## src/rtl/issue_config.svh

```systemverilog
`ifndef ISSUE_CONFIG_SVH
`define ISSUE_CONFIG_SVH

// Entries in the instruction buffer between decode and the scoreboard
`define ISSUE_IBUF_DEPTH 4

// Architectural registers, register 0 is hardwired to zero
`define ISSUE_NUM_REGS 32

// Width of register data and of the dispatched immediate
`define ISSUE_XLEN 32

`endif

```

## src/rtl/issue_pkg.sv

```systemverilog
package issue_pkg;

    // Target execution unit of an instruction
    typedef enum logic [0:0] {
        EX_ALU = 1'b0,
        EX_LSU = 1'b1
    } ex_type_e;

    typedef logic [4:0] reg_idx_t;

    // Register form, second source is a register
    typedef struct packed {
        ex_type_e   ex_type;
        logic       use_imm;
        logic [3:0] op;
        reg_idx_t   rd;
        logic       wb;
        reg_idx_t   rs1;
        reg_idx_t   rs2;
        logic [9:0] pad;
    } instr_reg_t;

    // Immediate form, the low 15 bits carry the immediate
    typedef struct packed {
        ex_type_e    ex_type;
        logic        use_imm;
        logic [3:0]  op;
        reg_idx_t    rd;
        logic        wb;
        reg_idx_t    rs1;
        logic [14:0] imm;
    } instr_imm_t;

    // The leading 17 bits are common to both views and use_imm picks the tail
    typedef union packed {
        instr_reg_t reg_form;
        instr_imm_t imm_form;
    } instr_t;

endpackage

```

## src/rtl/issue_ibuffer.sv

```systemverilog
`timescale 1ns/1ps
`include "issue_config.svh"

module issue_ibuffer (
    input  logic              clk,
    input  logic              reset,
    input  logic              flush,
    input  logic              decode_valid,
    input  issue_pkg::instr_t decode_instr,
    output logic              decode_ready,
    output logic              ibuf_valid,
    output issue_pkg::instr_t ibuf_instr,
    input  logic              ibuf_ready
);
    import issue_pkg::*;

    localparam int DEPTH = `ISSUE_IBUF_DEPTH;
    localparam int PTR_W = (DEPTH > 1) ? $clog2(DEPTH) : 1;
    localparam int CNT_W = $clog2(DEPTH + 1);

    instr_t           entries [DEPTH];
    logic [PTR_W-1:0] wr_ptr;
    logic [PTR_W-1:0] rd_ptr;
    logic [CNT_W-1:0] count;
    logic             push;
    logic             pop;

    assign decode_ready = (count != CNT_W'(DEPTH));
    assign push         = decode_valid && decode_ready;
    assign pop          = ibuf_valid && ibuf_ready;

    // The head is read straight from the storage flops
    assign ibuf_valid = (count != '0);
    assign ibuf_instr = entries[rd_ptr];

    always_ff @(posedge clk) begin
        if (push) begin
            entries[wr_ptr] <= decode_instr;
        end
    end

    // A flush drops everything held, including a push in the same cycle
    always_ff @(posedge clk) begin
        if (reset || flush) begin
            wr_ptr <= '0;
            rd_ptr <= '0;
            count  <= '0;
        end else begin
            if (push) begin
                wr_ptr <= (wr_ptr == PTR_W'(DEPTH - 1)) ? '0 : wr_ptr + 1'b1;
            end
            if (pop) begin
                rd_ptr <= (rd_ptr == PTR_W'(DEPTH - 1)) ? '0 : rd_ptr + 1'b1;
            end
            case ({push, pop})
                2'b10:   count <= count + 1'b1;
                2'b01:   count <= count - 1'b1;
                default: count <= count;
            endcase
        end
    end

endmodule

```

## src/rtl/issue_scoreboard.sv

```systemverilog
`timescale 1ns/1ps
`include "issue_config.svh"

module issue_scoreboard (
    input  logic                clk,
    input  logic                reset,
    input  logic                flush,
    input  logic                ibuf_valid,
    input  issue_pkg::instr_t   ibuf_instr,
    output logic                ibuf_ready,
    output logic                sb_valid,
    output issue_pkg::instr_t   sb_instr,
    input  logic                sb_ready,
    input  logic                wb_valid,
    input  issue_pkg::reg_idx_t wb_rd
);
    import issue_pkg::*;

    localparam int NREGS = `ISSUE_NUM_REGS;

    logic [NREGS-1:0] pending;
    logic [NREGS-1:0] pending_next;
    logic [NREGS-1:0] live;
    reg_idx_t         head_rs1;
    reg_idx_t         head_rs2;
    reg_idx_t         head_rd;
    logic             rs1_busy;
    logic             rs2_busy;
    logic             rd_busy;
    logic             hazard;
    logic             issue_fire;

    // rs1 and rd sit in the shared part of the word
    assign head_rs1 = ibuf_instr.reg_form.rs1;
    assign head_rs2 = ibuf_instr.reg_form.rs2;
    assign head_rd  = ibuf_instr.reg_form.rd;

    // A writeback arriving this cycle already releases its register
    always_comb begin
        live = pending;
        if (wb_valid) begin
            live[wb_rd] = 1'b0;
        end
    end

    // In the immediate form the rs2 bits belong to the immediate
    assign rs1_busy = live[head_rs1];
    assign rs2_busy = !ibuf_instr.reg_form.use_imm && live[head_rs2];
    assign rd_busy  = ibuf_instr.reg_form.wb && live[head_rd];
    assign hazard   = rs1_busy || rs2_busy || rd_busy;

    assign sb_valid   = ibuf_valid && !hazard;
    assign ibuf_ready = sb_ready && !hazard;
    assign sb_instr   = ibuf_instr;
    assign issue_fire = sb_valid && sb_ready;

    // Set after clear so that a new owner of the same register wins
    always_comb begin
        pending_next = live;
        if (issue_fire && ibuf_instr.reg_form.wb && head_rd != '0) begin
            pending_next[head_rd] = 1'b1;
        end
    end

    always_ff @(posedge clk) begin
        if (reset || flush) begin
            pending <= '0;
        end else begin
            pending <= pending_next;
        end
    end

endmodule

```

## src/rtl/issue_operands.sv

```systemverilog
`timescale 1ns/1ps
`include "issue_config.svh"

module issue_operands (
    input  logic                   clk,
    input  logic                   reset,
    input  logic                   flush,
    input  logic                   sb_valid,
    input  issue_pkg::instr_t      sb_instr,
    output logic                   sb_ready,
    input  logic                   wb_valid,
    input  issue_pkg::reg_idx_t    wb_rd,
    input  logic [`ISSUE_XLEN-1:0] wb_data,
    output logic                   opd_valid,
    output issue_pkg::instr_t      opd_instr,
    output logic [`ISSUE_XLEN-1:0] opd_rs1_data,
    output logic [`ISSUE_XLEN-1:0] opd_rs2_data,
    input  logic                   opd_ready
);
    import issue_pkg::*;

    localparam int NREGS = `ISSUE_NUM_REGS;
    localparam int XLEN  = `ISSUE_XLEN;

    logic [XLEN-1:0] rf [NREGS];
    logic [XLEN-1:0] rs1_val;
    logic [XLEN-1:0] rs2_val;
    logic            load;

    // Register 0 reads zero, a matching writeback in this cycle is forwarded
    function automatic logic [XLEN-1:0] read_reg(input reg_idx_t idx);
        logic [XLEN-1:0] value;
        if (idx == '0) begin
            value = '0;
        end else if (wb_valid && wb_rd == idx) begin
            value = wb_data;
        end else begin
            value = rf[idx];
        end
        return value;
    endfunction

    // Architectural state starts at zero; later writebacks land even after a flush
    always_ff @(posedge clk) begin
        if (reset) begin
            for (int i = 0; i < NREGS; i++) begin
                rf[i] <= '0;
            end
        end else if (wb_valid && wb_rd != '0) begin
            rf[wb_rd] <= wb_data;
        end
    end

    assign rs1_val = read_reg(sb_instr.reg_form.rs1);
    assign rs2_val = sb_instr.reg_form.use_imm ? '0 : read_reg(sb_instr.reg_form.rs2);

    // Take a new instruction when empty or when the current one leaves
    assign sb_ready = !opd_valid || opd_ready;
    assign load     = sb_valid && sb_ready;

    always_ff @(posedge clk) begin
        if (reset || flush) begin
            opd_valid <= 1'b0;
        end else if (load) begin
            opd_valid <= 1'b1;
        end else if (opd_ready) begin
            opd_valid <= 1'b0;
        end
    end

    always_ff @(posedge clk) begin
        if (load) begin
            opd_instr    <= sb_instr;
            opd_rs1_data <= rs1_val;
            opd_rs2_data <= rs2_val;
        end
    end

endmodule

```

## src/rtl/issue_dispatch.sv

```systemverilog
`timescale 1ns/1ps
`include "issue_config.svh"

module issue_dispatch (
    input  logic                   clk,
    input  logic                   reset,
    input  logic                   flush,
    input  logic                   opd_valid,
    input  issue_pkg::instr_t      opd_instr,
    input  logic [`ISSUE_XLEN-1:0] opd_rs1_data,
    input  logic [`ISSUE_XLEN-1:0] opd_rs2_data,
    output logic                   opd_ready,
    input  logic                   alu_ready,
    input  logic                   lsu_ready,
    output logic                   alu_valid,
    output logic                   lsu_valid,
    output logic [3:0]             disp_op,
    output issue_pkg::reg_idx_t    disp_rd,
    output logic                   disp_wb,
    output logic [`ISSUE_XLEN-1:0] disp_rs1_data,
    output logic [`ISSUE_XLEN-1:0] disp_rs2_data,
    output logic [`ISSUE_XLEN-1:0] disp_imm
);
    import issue_pkg::*;

    localparam int XLEN = `ISSUE_XLEN;

    logic            disp_valid;
    ex_type_e        disp_ex;
    logic            unit_ready;
    logic            load;
    logic [XLEN-1:0] imm_ext;

    // The immediate is sign extended, the register form carries none
    assign imm_ext = opd_instr.imm_form.use_imm
                   ? {{(XLEN - 15){opd_instr.imm_form.imm[14]}}, opd_instr.imm_form.imm}
                   : '0;

    assign alu_valid  = disp_valid && (disp_ex == EX_ALU);
    assign lsu_valid  = disp_valid && (disp_ex == EX_LSU);
    assign unit_ready = (disp_ex == EX_ALU) ? alu_ready : lsu_ready;

    // Only the targeted unit can drain the output register
    assign opd_ready = !disp_valid || unit_ready;
    assign load      = opd_valid && opd_ready;

    always_ff @(posedge clk) begin
        if (reset || flush) begin
            disp_valid <= 1'b0;
        end else if (load) begin
            disp_valid <= 1'b1;
        end else if (unit_ready) begin
            disp_valid <= 1'b0;
        end
    end

    always_ff @(posedge clk) begin
        if (load) begin
            disp_ex       <= opd_instr.reg_form.ex_type;
            disp_op       <= opd_instr.reg_form.op;
            disp_rd       <= opd_instr.reg_form.rd;
            disp_wb       <= opd_instr.reg_form.wb;
            disp_rs1_data <= opd_rs1_data;
            disp_rs2_data <= opd_rs2_data;
            disp_imm      <= imm_ext;
        end
    end

endmodule

```

## src/rtl/issue_top.sv

```systemverilog
`timescale 1ns/1ps
`include "issue_config.svh"

module issue_top (
    input  logic                   clk,
    input  logic                   reset,
    input  logic                   flush,
    input  logic                   decode_valid,
    input  issue_pkg::instr_t      decode_instr,
    output logic                   decode_ready,
    input  logic                   wb_valid,
    input  issue_pkg::reg_idx_t    wb_rd,
    input  logic [`ISSUE_XLEN-1:0] wb_data,
    input  logic                   alu_ready,
    input  logic                   lsu_ready,
    output logic                   alu_valid,
    output logic                   lsu_valid,
    output logic [3:0]             disp_op,
    output issue_pkg::reg_idx_t    disp_rd,
    output logic                   disp_wb,
    output logic [`ISSUE_XLEN-1:0] disp_rs1_data,
    output logic [`ISSUE_XLEN-1:0] disp_rs2_data,
    output logic [`ISSUE_XLEN-1:0] disp_imm
);
    import issue_pkg::*;

    logic                   ibuf_valid;
    logic                   ibuf_ready;
    instr_t                 ibuf_instr;
    logic                   sb_valid;
    logic                   sb_ready;
    instr_t                 sb_instr;
    logic                   opd_valid;
    logic                   opd_ready;
    instr_t                 opd_instr;
    logic [`ISSUE_XLEN-1:0] opd_rs1_data;
    logic [`ISSUE_XLEN-1:0] opd_rs2_data;

    issue_ibuffer ibuffer (
        .clk          (clk),
        .reset        (reset),
        .flush        (flush),
        .decode_valid (decode_valid),
        .decode_instr (decode_instr),
        .decode_ready (decode_ready),
        .ibuf_valid   (ibuf_valid),
        .ibuf_instr   (ibuf_instr),
        .ibuf_ready   (ibuf_ready)
    );

    issue_scoreboard scoreboard (
        .clk        (clk),
        .reset      (reset),
        .flush      (flush),
        .ibuf_valid (ibuf_valid),
        .ibuf_instr (ibuf_instr),
        .ibuf_ready (ibuf_ready),
        .sb_valid   (sb_valid),
        .sb_instr   (sb_instr),
        .sb_ready   (sb_ready),
        .wb_valid   (wb_valid),
        .wb_rd      (wb_rd)
    );

    issue_operands operands (
        .clk          (clk),
        .reset        (reset),
        .flush        (flush),
        .sb_valid     (sb_valid),
        .sb_instr     (sb_instr),
        .sb_ready     (sb_ready),
        .wb_valid     (wb_valid),
        .wb_rd        (wb_rd),
        .wb_data      (wb_data),
        .opd_valid    (opd_valid),
        .opd_instr    (opd_instr),
        .opd_rs1_data (opd_rs1_data),
        .opd_rs2_data (opd_rs2_data),
        .opd_ready    (opd_ready)
    );

    issue_dispatch dispatch (
        .clk           (clk),
        .reset         (reset),
        .flush         (flush),
        .opd_valid     (opd_valid),
        .opd_instr     (opd_instr),
        .opd_rs1_data  (opd_rs1_data),
        .opd_rs2_data  (opd_rs2_data),
        .opd_ready     (opd_ready),
        .alu_ready     (alu_ready),
        .lsu_ready     (lsu_ready),
        .alu_valid     (alu_valid),
        .lsu_valid     (lsu_valid),
        .disp_op       (disp_op),
        .disp_rd       (disp_rd),
        .disp_wb       (disp_wb),
        .disp_rs1_data (disp_rs1_data),
        .disp_rs2_data (disp_rs2_data),
        .disp_imm      (disp_imm)
    );

endmodule

```

## config.mk

```make
export PLATFORM = sky130hd
export DESIGN_NAME = issue_top
export DESIGN_NICKNAME = d
export VERILOG_FILES = /design/src/rtl/issue_pkg.sv /design/src/rtl/issue_ibuffer.sv /design/src/rtl/issue_scoreboard.sv /design/src/rtl/issue_operands.sv /design/src/rtl/issue_dispatch.sv /design/src/rtl/issue_top.sv
export VERILOG_INCLUDE_DIRS = /design/src /design/src/rtl
export SDC_FILE = /design/constraint.sdc
export NUM_CORES = 2
export LEC_CHECK = 0
export BUFFER_PORTS_ARGS = -buffer_cell sky130_fd_sc_hd__buf_2
export CAP_MARGIN = 15
export CORE_MARGIN = 2
export CORE_UTILIZATION = 45
export CTS_CLUSTER_DIAMETER = 150
export CTS_CLUSTER_SIZE = 30
export DETAILED_ROUTE_END_ITERATION = 10
export PLACE_DENSITY = 0.73
export SLEW_MARGIN = 10
export SYNTH_ARGS = -nofsm -noshare
export SYNTH_HDL_FRONTEND = slang
export SYNTH_SLANG_ARGS = --single-unit
```

## constraint.sdc

```tcl
create_clock -name clk -period 9.1 [get_ports clk]
set_input_delay 0.455 -clock clk [delete_from_list [all_inputs] [get_ports clk]]
set_output_delay 0.455 -clock clk [all_outputs]
set_load 0.03 [all_outputs]
```

Word level (Yosys, flattened, before mapping)
Memories as Yosys holds them, arrays and structs flattened. A register that Yosys moved wholly into a read port is not among the register bits.
Index checks and enable logic that the tools add are counted.
Widths: inputs -> output; s select.

storage, ports and cells
  bits in writable memories = 1152
  bits of input ports = 76
  output and inout bits = 109
  memories = 2
  register bits = 227

operators by class
  $add $sub $neg = 4
  reductions and logical operators = 36
  $lt $le $gt $ge = 6
  bitwise operators = 4
  multiplexer cells = 34
  eq/ne operators = 7

memories
  memory           depth  width  read ports  clocked after memory_dff  write ports  RTL line              RTL
  operands.rf      32     32     2           0                         32           issue_operands.sv:25  logic [XLEN-1:0] rf [NREGS];
  ibuffer.entries  4      32     1           1                         1            issue_ibuffer.sv:21   instr_t entries [DEPTH];

operators with widths
  operator             count
  $mux 32              5
  $and 32x32->32       1
  $not 32->32          1
  $or 32x32->32        1
  $reduce_or 32->1     1
  $lt 5x6->1 const B   4
  $mux 1               18
  $logic_and 1x1->1    17
  $bmux 1 s5           3
  $demux 1 s5          2
  $eq 5x5->1           2
  $ge 5x1->1 const B   2
  $logic_not 5->1      2
  $reduce_bool 5->1    2
  $mux 2               4
  $eq 2x2->1 const B   3
  $pmux 3 s2           1
  $reduce_bool 2->1    3
  $logic_or 1x1->1     5
  $mux 5               1
  $add 2x1->2 const B  2
  $logic_not 1->1      4
  $add 3x1->3 const B  1
  $ne 3x3->1 const B   1
  other kinds (5)      5

Logic depth before layout (Yosys ltp)
  depth after elaboration = 18
  mapped depth = 19
  gate-level depth less buffers = 16

Cells and area by module
From an unflattened synthesis, not the netlist that was laid out.

second synthesis, totals
  cell total of the unflattened synthesis = 4716
  area, all modules = 69954.6 sq um

modules (own cells, without submodules)
  module            cells an instance  sequential area each (sq um)  times used  area an instance (sq um)
  issue_operands    3926               33652.3                       1           58343.5
  issue_ibuffer     220                4023.9                        1           5096.1
  issue_scoreboard  438                640.6                         1           3508.4
  issue_dispatch    132                2722.6                        1           3006.6

Worst setup path before layout
No wires, ideal clock.

  path type = reg-to-reg
  start point = register dispatch.disp_ex
  end point = register dispatch.disp_ex, enable pin
  path buffers = 0
  cell stages (with the launch flop) = 4
  period minus slack after synthesis = 5251 ps
  library setup time = 550 ps
  arrival time = 4701 ps
  path slack = 3849 ps
  path through = edfxtp_1 -> mux2i_1 -> and2_1 -> nor2b_1

between the ends
  cells in the longest elaborated chain, start to end = 3

RTL lines
  element                  RTL line              RTL
  start, declared          issue_dispatch.sv:29  ex_type_e disp_ex;
  start signal, assigned   issue_dispatch.sv:59  disp_ex <= opd_instr.reg_form.ex_type;
  $mux 1                   issue_dispatch.sv:41  assign unit_ready = (disp_ex == EX_ALU) ? alu_ready : lsu_ready;
  $logic_or 1x1->1         issue_dispatch.sv:44  assign opd_ready = !disp_valid || unit_ready;
  $logic_and 1x1->1        issue_dispatch.sv:45  assign load = opd_valid && opd_ready;
  named net dispatch.load  issue_dispatch.sv:31  logic load;

The timed path passes the listed nets, and every way through them passes these cells.
A chain may end at the register's enable or synchronous reset.

==> flow_summary_export.csv <==
group,metric,value,unit
detailed_routing,drc,0,
sta,fin_crit,6.21,ns
logic_synthesis,yosysTopAreaCell,"edfxtp_1",
clocking,cts_resized,0,
logic_synthesis,synth.most_common_cell,"edfxtp_1",
critical_path,cp.arrival,6.56,ns
grt,grt_pass1_vias,42159,
logic_synthesis,ys_seq_area_frac,0.593,
clocking,htree_levels,2,
power_and_ir_drop,power_leakage,24.4,nW
power_and_ir_drop,power.internal,9.15,mW
die,core_area,152000,sq um
logic_synthesis,synth_commonest_cells,"edfxtp_1, and2_1, mux4_2",
power_and_ir_drop,p_sw_frac,0.257,
power_and_ir_drop,p_sw,3.17,mW
sta,setup_viol,0,
clocking,post_cts_buffers,0,
logic_synthesis,syn-mean-instance-area,15.3,sq um
sta,tns,0,ns
critical_path,cp.required,9.44,ns
placed_design,placed_area,71600,sq um
die,die_w,395,um
clocking,cts-root-buf,"clkbuf_16",
sta,fin_crit_sh,0.683,
detailed_routing,drt-initial-drc-count,5942,
clocking,cts_tree,"done",
finish,drive_gt1_frac,0.230,
status,run_status,"finished clean",
die,dieHeight,395,um
power_and_ir_drop,power,12.3,mW
die,fp.dieArea,156000,sq um
clocking,clkLatencyLatePin,0.74,ns
run,max_cap_violations,0,
die,rows,143,
detailed_routing,wl,212000,um
power_and_ir_drop,p_clk_frac,0.241,
finish,fin_area,73400,sq um
sta,final_hold_viol_count,0,
finish,syn_to_final_growth,6.36,%
sta,slew_headroom,0.161,
grt,grt.overflow.total,0,
critical_path,path_class,"reg2reg",
placed_design,io_buffers,184,
logic_synthesis,async_reset_ff_frac,0,
clocking,clk_pin_slew_worst_paths,0.12,ns
hold_path,min_from,"flush",
critical_path,cp-end-kind,"register",
detailed_routing,drtAntennaViolNets,0,
sta,rsz0062_at_grt,"false",
placed_design,place_congestion,0.901,
logic_synthesis,synth_ff_type,"edfxtp_1",
power_and_ir_drop,pwr-share-comb,0.155,
clocking,clockBufferDepth,3,
logic_synthesis,syn_area,69000,sq um
power_and_ir_drop,power_density,168,nW/um^2
sta,slew_viol_final,0,
clocking,cts_sinks,1376,
finish,fill_cells,12767,
logic_synthesis,synth.distinct_cells,64,
clocking,cts_buffers,51,
detailed_routing,viasPerCell,6.53,
logic_synthesis,synth_area_leaders,"edfxtp_1, mux4_2, and2_1",
grt,grt_pass1_wl,301000,um
power_and_ir_drop,seq_power_share,0.604,
logic_synthesis,ys_ff_latch,1376,
logic_synthesis,synth_top_area_share,0.580,
detailed_routing,num_vias,42545,
logic_synthesis,yosys_warnings,0,
sta,max_freq,161,MHz
power_and_ir_drop,peakVddDrop,0.000154,V
critical_path,cp-start-kind,"register",
sta,finClkSkew,0.0513,ns
grt,grtUsageTotal,0.267,
hold_path,worstHoldPathType,"in2reg",
logic_synthesis,syn_inst,4515,
placed_design,dp_hpwl,117000,um
finish,nets,4541,
logic_synthesis,synth-edff-count,1333,
sta,worst_pin_slew,1.26,ns
die,start_util,0.454,
detailed_routing,dr.pass1.iters,6,
detailed_routing,wl_per_cell,32.5,um
grt,grt_max_degree,157,
finish,utilization,0.482,
grt,grt_antenna_before_repair,15,
die,io_pins,185,
critical_path,crit_fanout,131,
[per-layer routing]
| metal | part of all wire | up-vias | global-route usage |
|---|---|---|---|
| met5 | 0.00017 | - | 0 |
| met1 | 0.36 | 21865 | 0.341 |
| li1 | - | 17058 | - |
| met4 | 0.048 | 6 | 0.124 |
| met3 | 0.12 | 574 | 0.0718 |
| met2 | 0.47 | 3042 | 0.426 |
[layout make-up]
| cell class | instances | area [sq um] | area share |
|---|---|---|---|
| sequential | 1376 | 40900 | 0.557 |
| clock inverter | 2 | 28.8 | 0.000392 |
| tap | 2030 | 2540 | 0.0346 |
| multi-input combinational | 2696 | 26400 | 0.359 |
| antenna | 13 | 32.5 | 0.000443 |
| inverter | 19 | 100 | 0.00136 |
| timing repair buffer | 314 | 2030 | 0.0277 |
| clock buffer | 69 | 1370 | 0.0186 |
[worst max-delay path: stages, from the launching register on]
cell       delay [ns]
dfxtp_2          0.59
buf_4            0.43
mux2i_1          0.23
mux2_2           0.32
clkinv_8         0.60
xnor2_2          0.61
a31oi_1          0.15
a2111oi_0        0.52
nor4_1           0.11
a21oi_1          0.28
nand4_4          0.55
inv_4            0.55
buf_4            0.73
[placed cells by master (no fill, tap or decap), types with 6 or more instances in the layout]
cell type	instances
a211oi_1	68
a21oi_1	16
a311oi_1	54
a31oi_1	41
and2_1	1012
and3_1	50
buf_2	183
buf_4	94
clkbuf_1	17
clkbuf_16	52
conb_1	32
dfxtp_1	41
diode_2	13
dlygate4sd3_1	32
edfxtp_1	1333
ha_1	6
inv_1	12
mux2_2	6
mux2i_1	75
mux4_2	591
nand2_1	350
nand3_1	76
nor2_1	85
nor2_4	31
nor2b_1	7
nor3_1	7
o211ai_1	35
o31ai_1	34
or2_2	26
or2_4	7
xnor2_1	10
[path summary, 6_finish.rpt]
check,endpoint,slack [ns],cells after the start
setup / recovery,operands.opd_rs2_data[29]$_SDFFCE_PP0P_,2.89,12
setup reg to reg,operands.opd_rs2_data[29]$_SDFFCE_PP0P_,2.89,12
hold / removal,ibuffer.wr_ptr[1]$_SDFFE_PP0P_,0.12,3
hold reg to reg,dispatch.disp_rs2_data[28]$_DFFE_PP_,0.42,0
[power by group through the flow]
| stage | registers (mW) | clock network, mW | logic [mW] |
|---|---|---|---|
| floorplan | 7.52 | 0 | 1.30 |
| CTS | 7.43 | 2.98 | 1.88 |
| detailed placement | 7.57 | 0 | 1.87 |
| finish | 7.43 | 2.97 | 1.91 |
| global placement | 7.54 | 0 | 1.85 |
| global route | 7.46 | 3.16 | 1.99 |
[through the flow]
stage | worst slack [ns] | cells | hold WS (ns)
3_5_place_dp | 3.05 | 6403 | 0.405
2_1_floorplan | 3.85 | 4546 | 0.400
5_1_grt | 2.54 | 6510 | 0.0989
3_3_place_gp | 3.13 | 6402 | 0.400
4_1_cts | 3.00 | 6506 | 0.101
6_report | 2.89 | 6519 | 0.118
[cells by family after synthesis]
kind of cell | count (synthesis) | share of synthesized area
buf+inv | 474 | 0.0312
compound gates | 279 | 0.0304
simple gates | 1680 | 0.134
other cells | 1 | 0.0000544
fa+ha+maj | 7 | 0.00138
flops | 1376 | 0.593
xor+xnor | 17 | 0.00249
mux | 681 | 0.207
[sequential cells by signal, indices dropped and copies added (netlist names), 3 cells and up, named ones only]
name and count:
operands.rf 1024, ibuffer.entries 128, dispatch.disp_rs1_data 32, dispatch.disp_rs2_data 32, operands.opd_rs1_data 32, operands.opd_rs2_data 32
scoreboard.pending 32, operands.opd_instr 27, dispatch.disp_imm 15, dispatch.disp_rd 5, dispatch.disp_op 4, ibuffer.count 3
[repair_timing]
action                                  CTS  global route
hold endpoints to repair                128             0
hold buffers                             32             0
endpoints found under the setup margin    0             0
(Power assumes the default switching activity.)
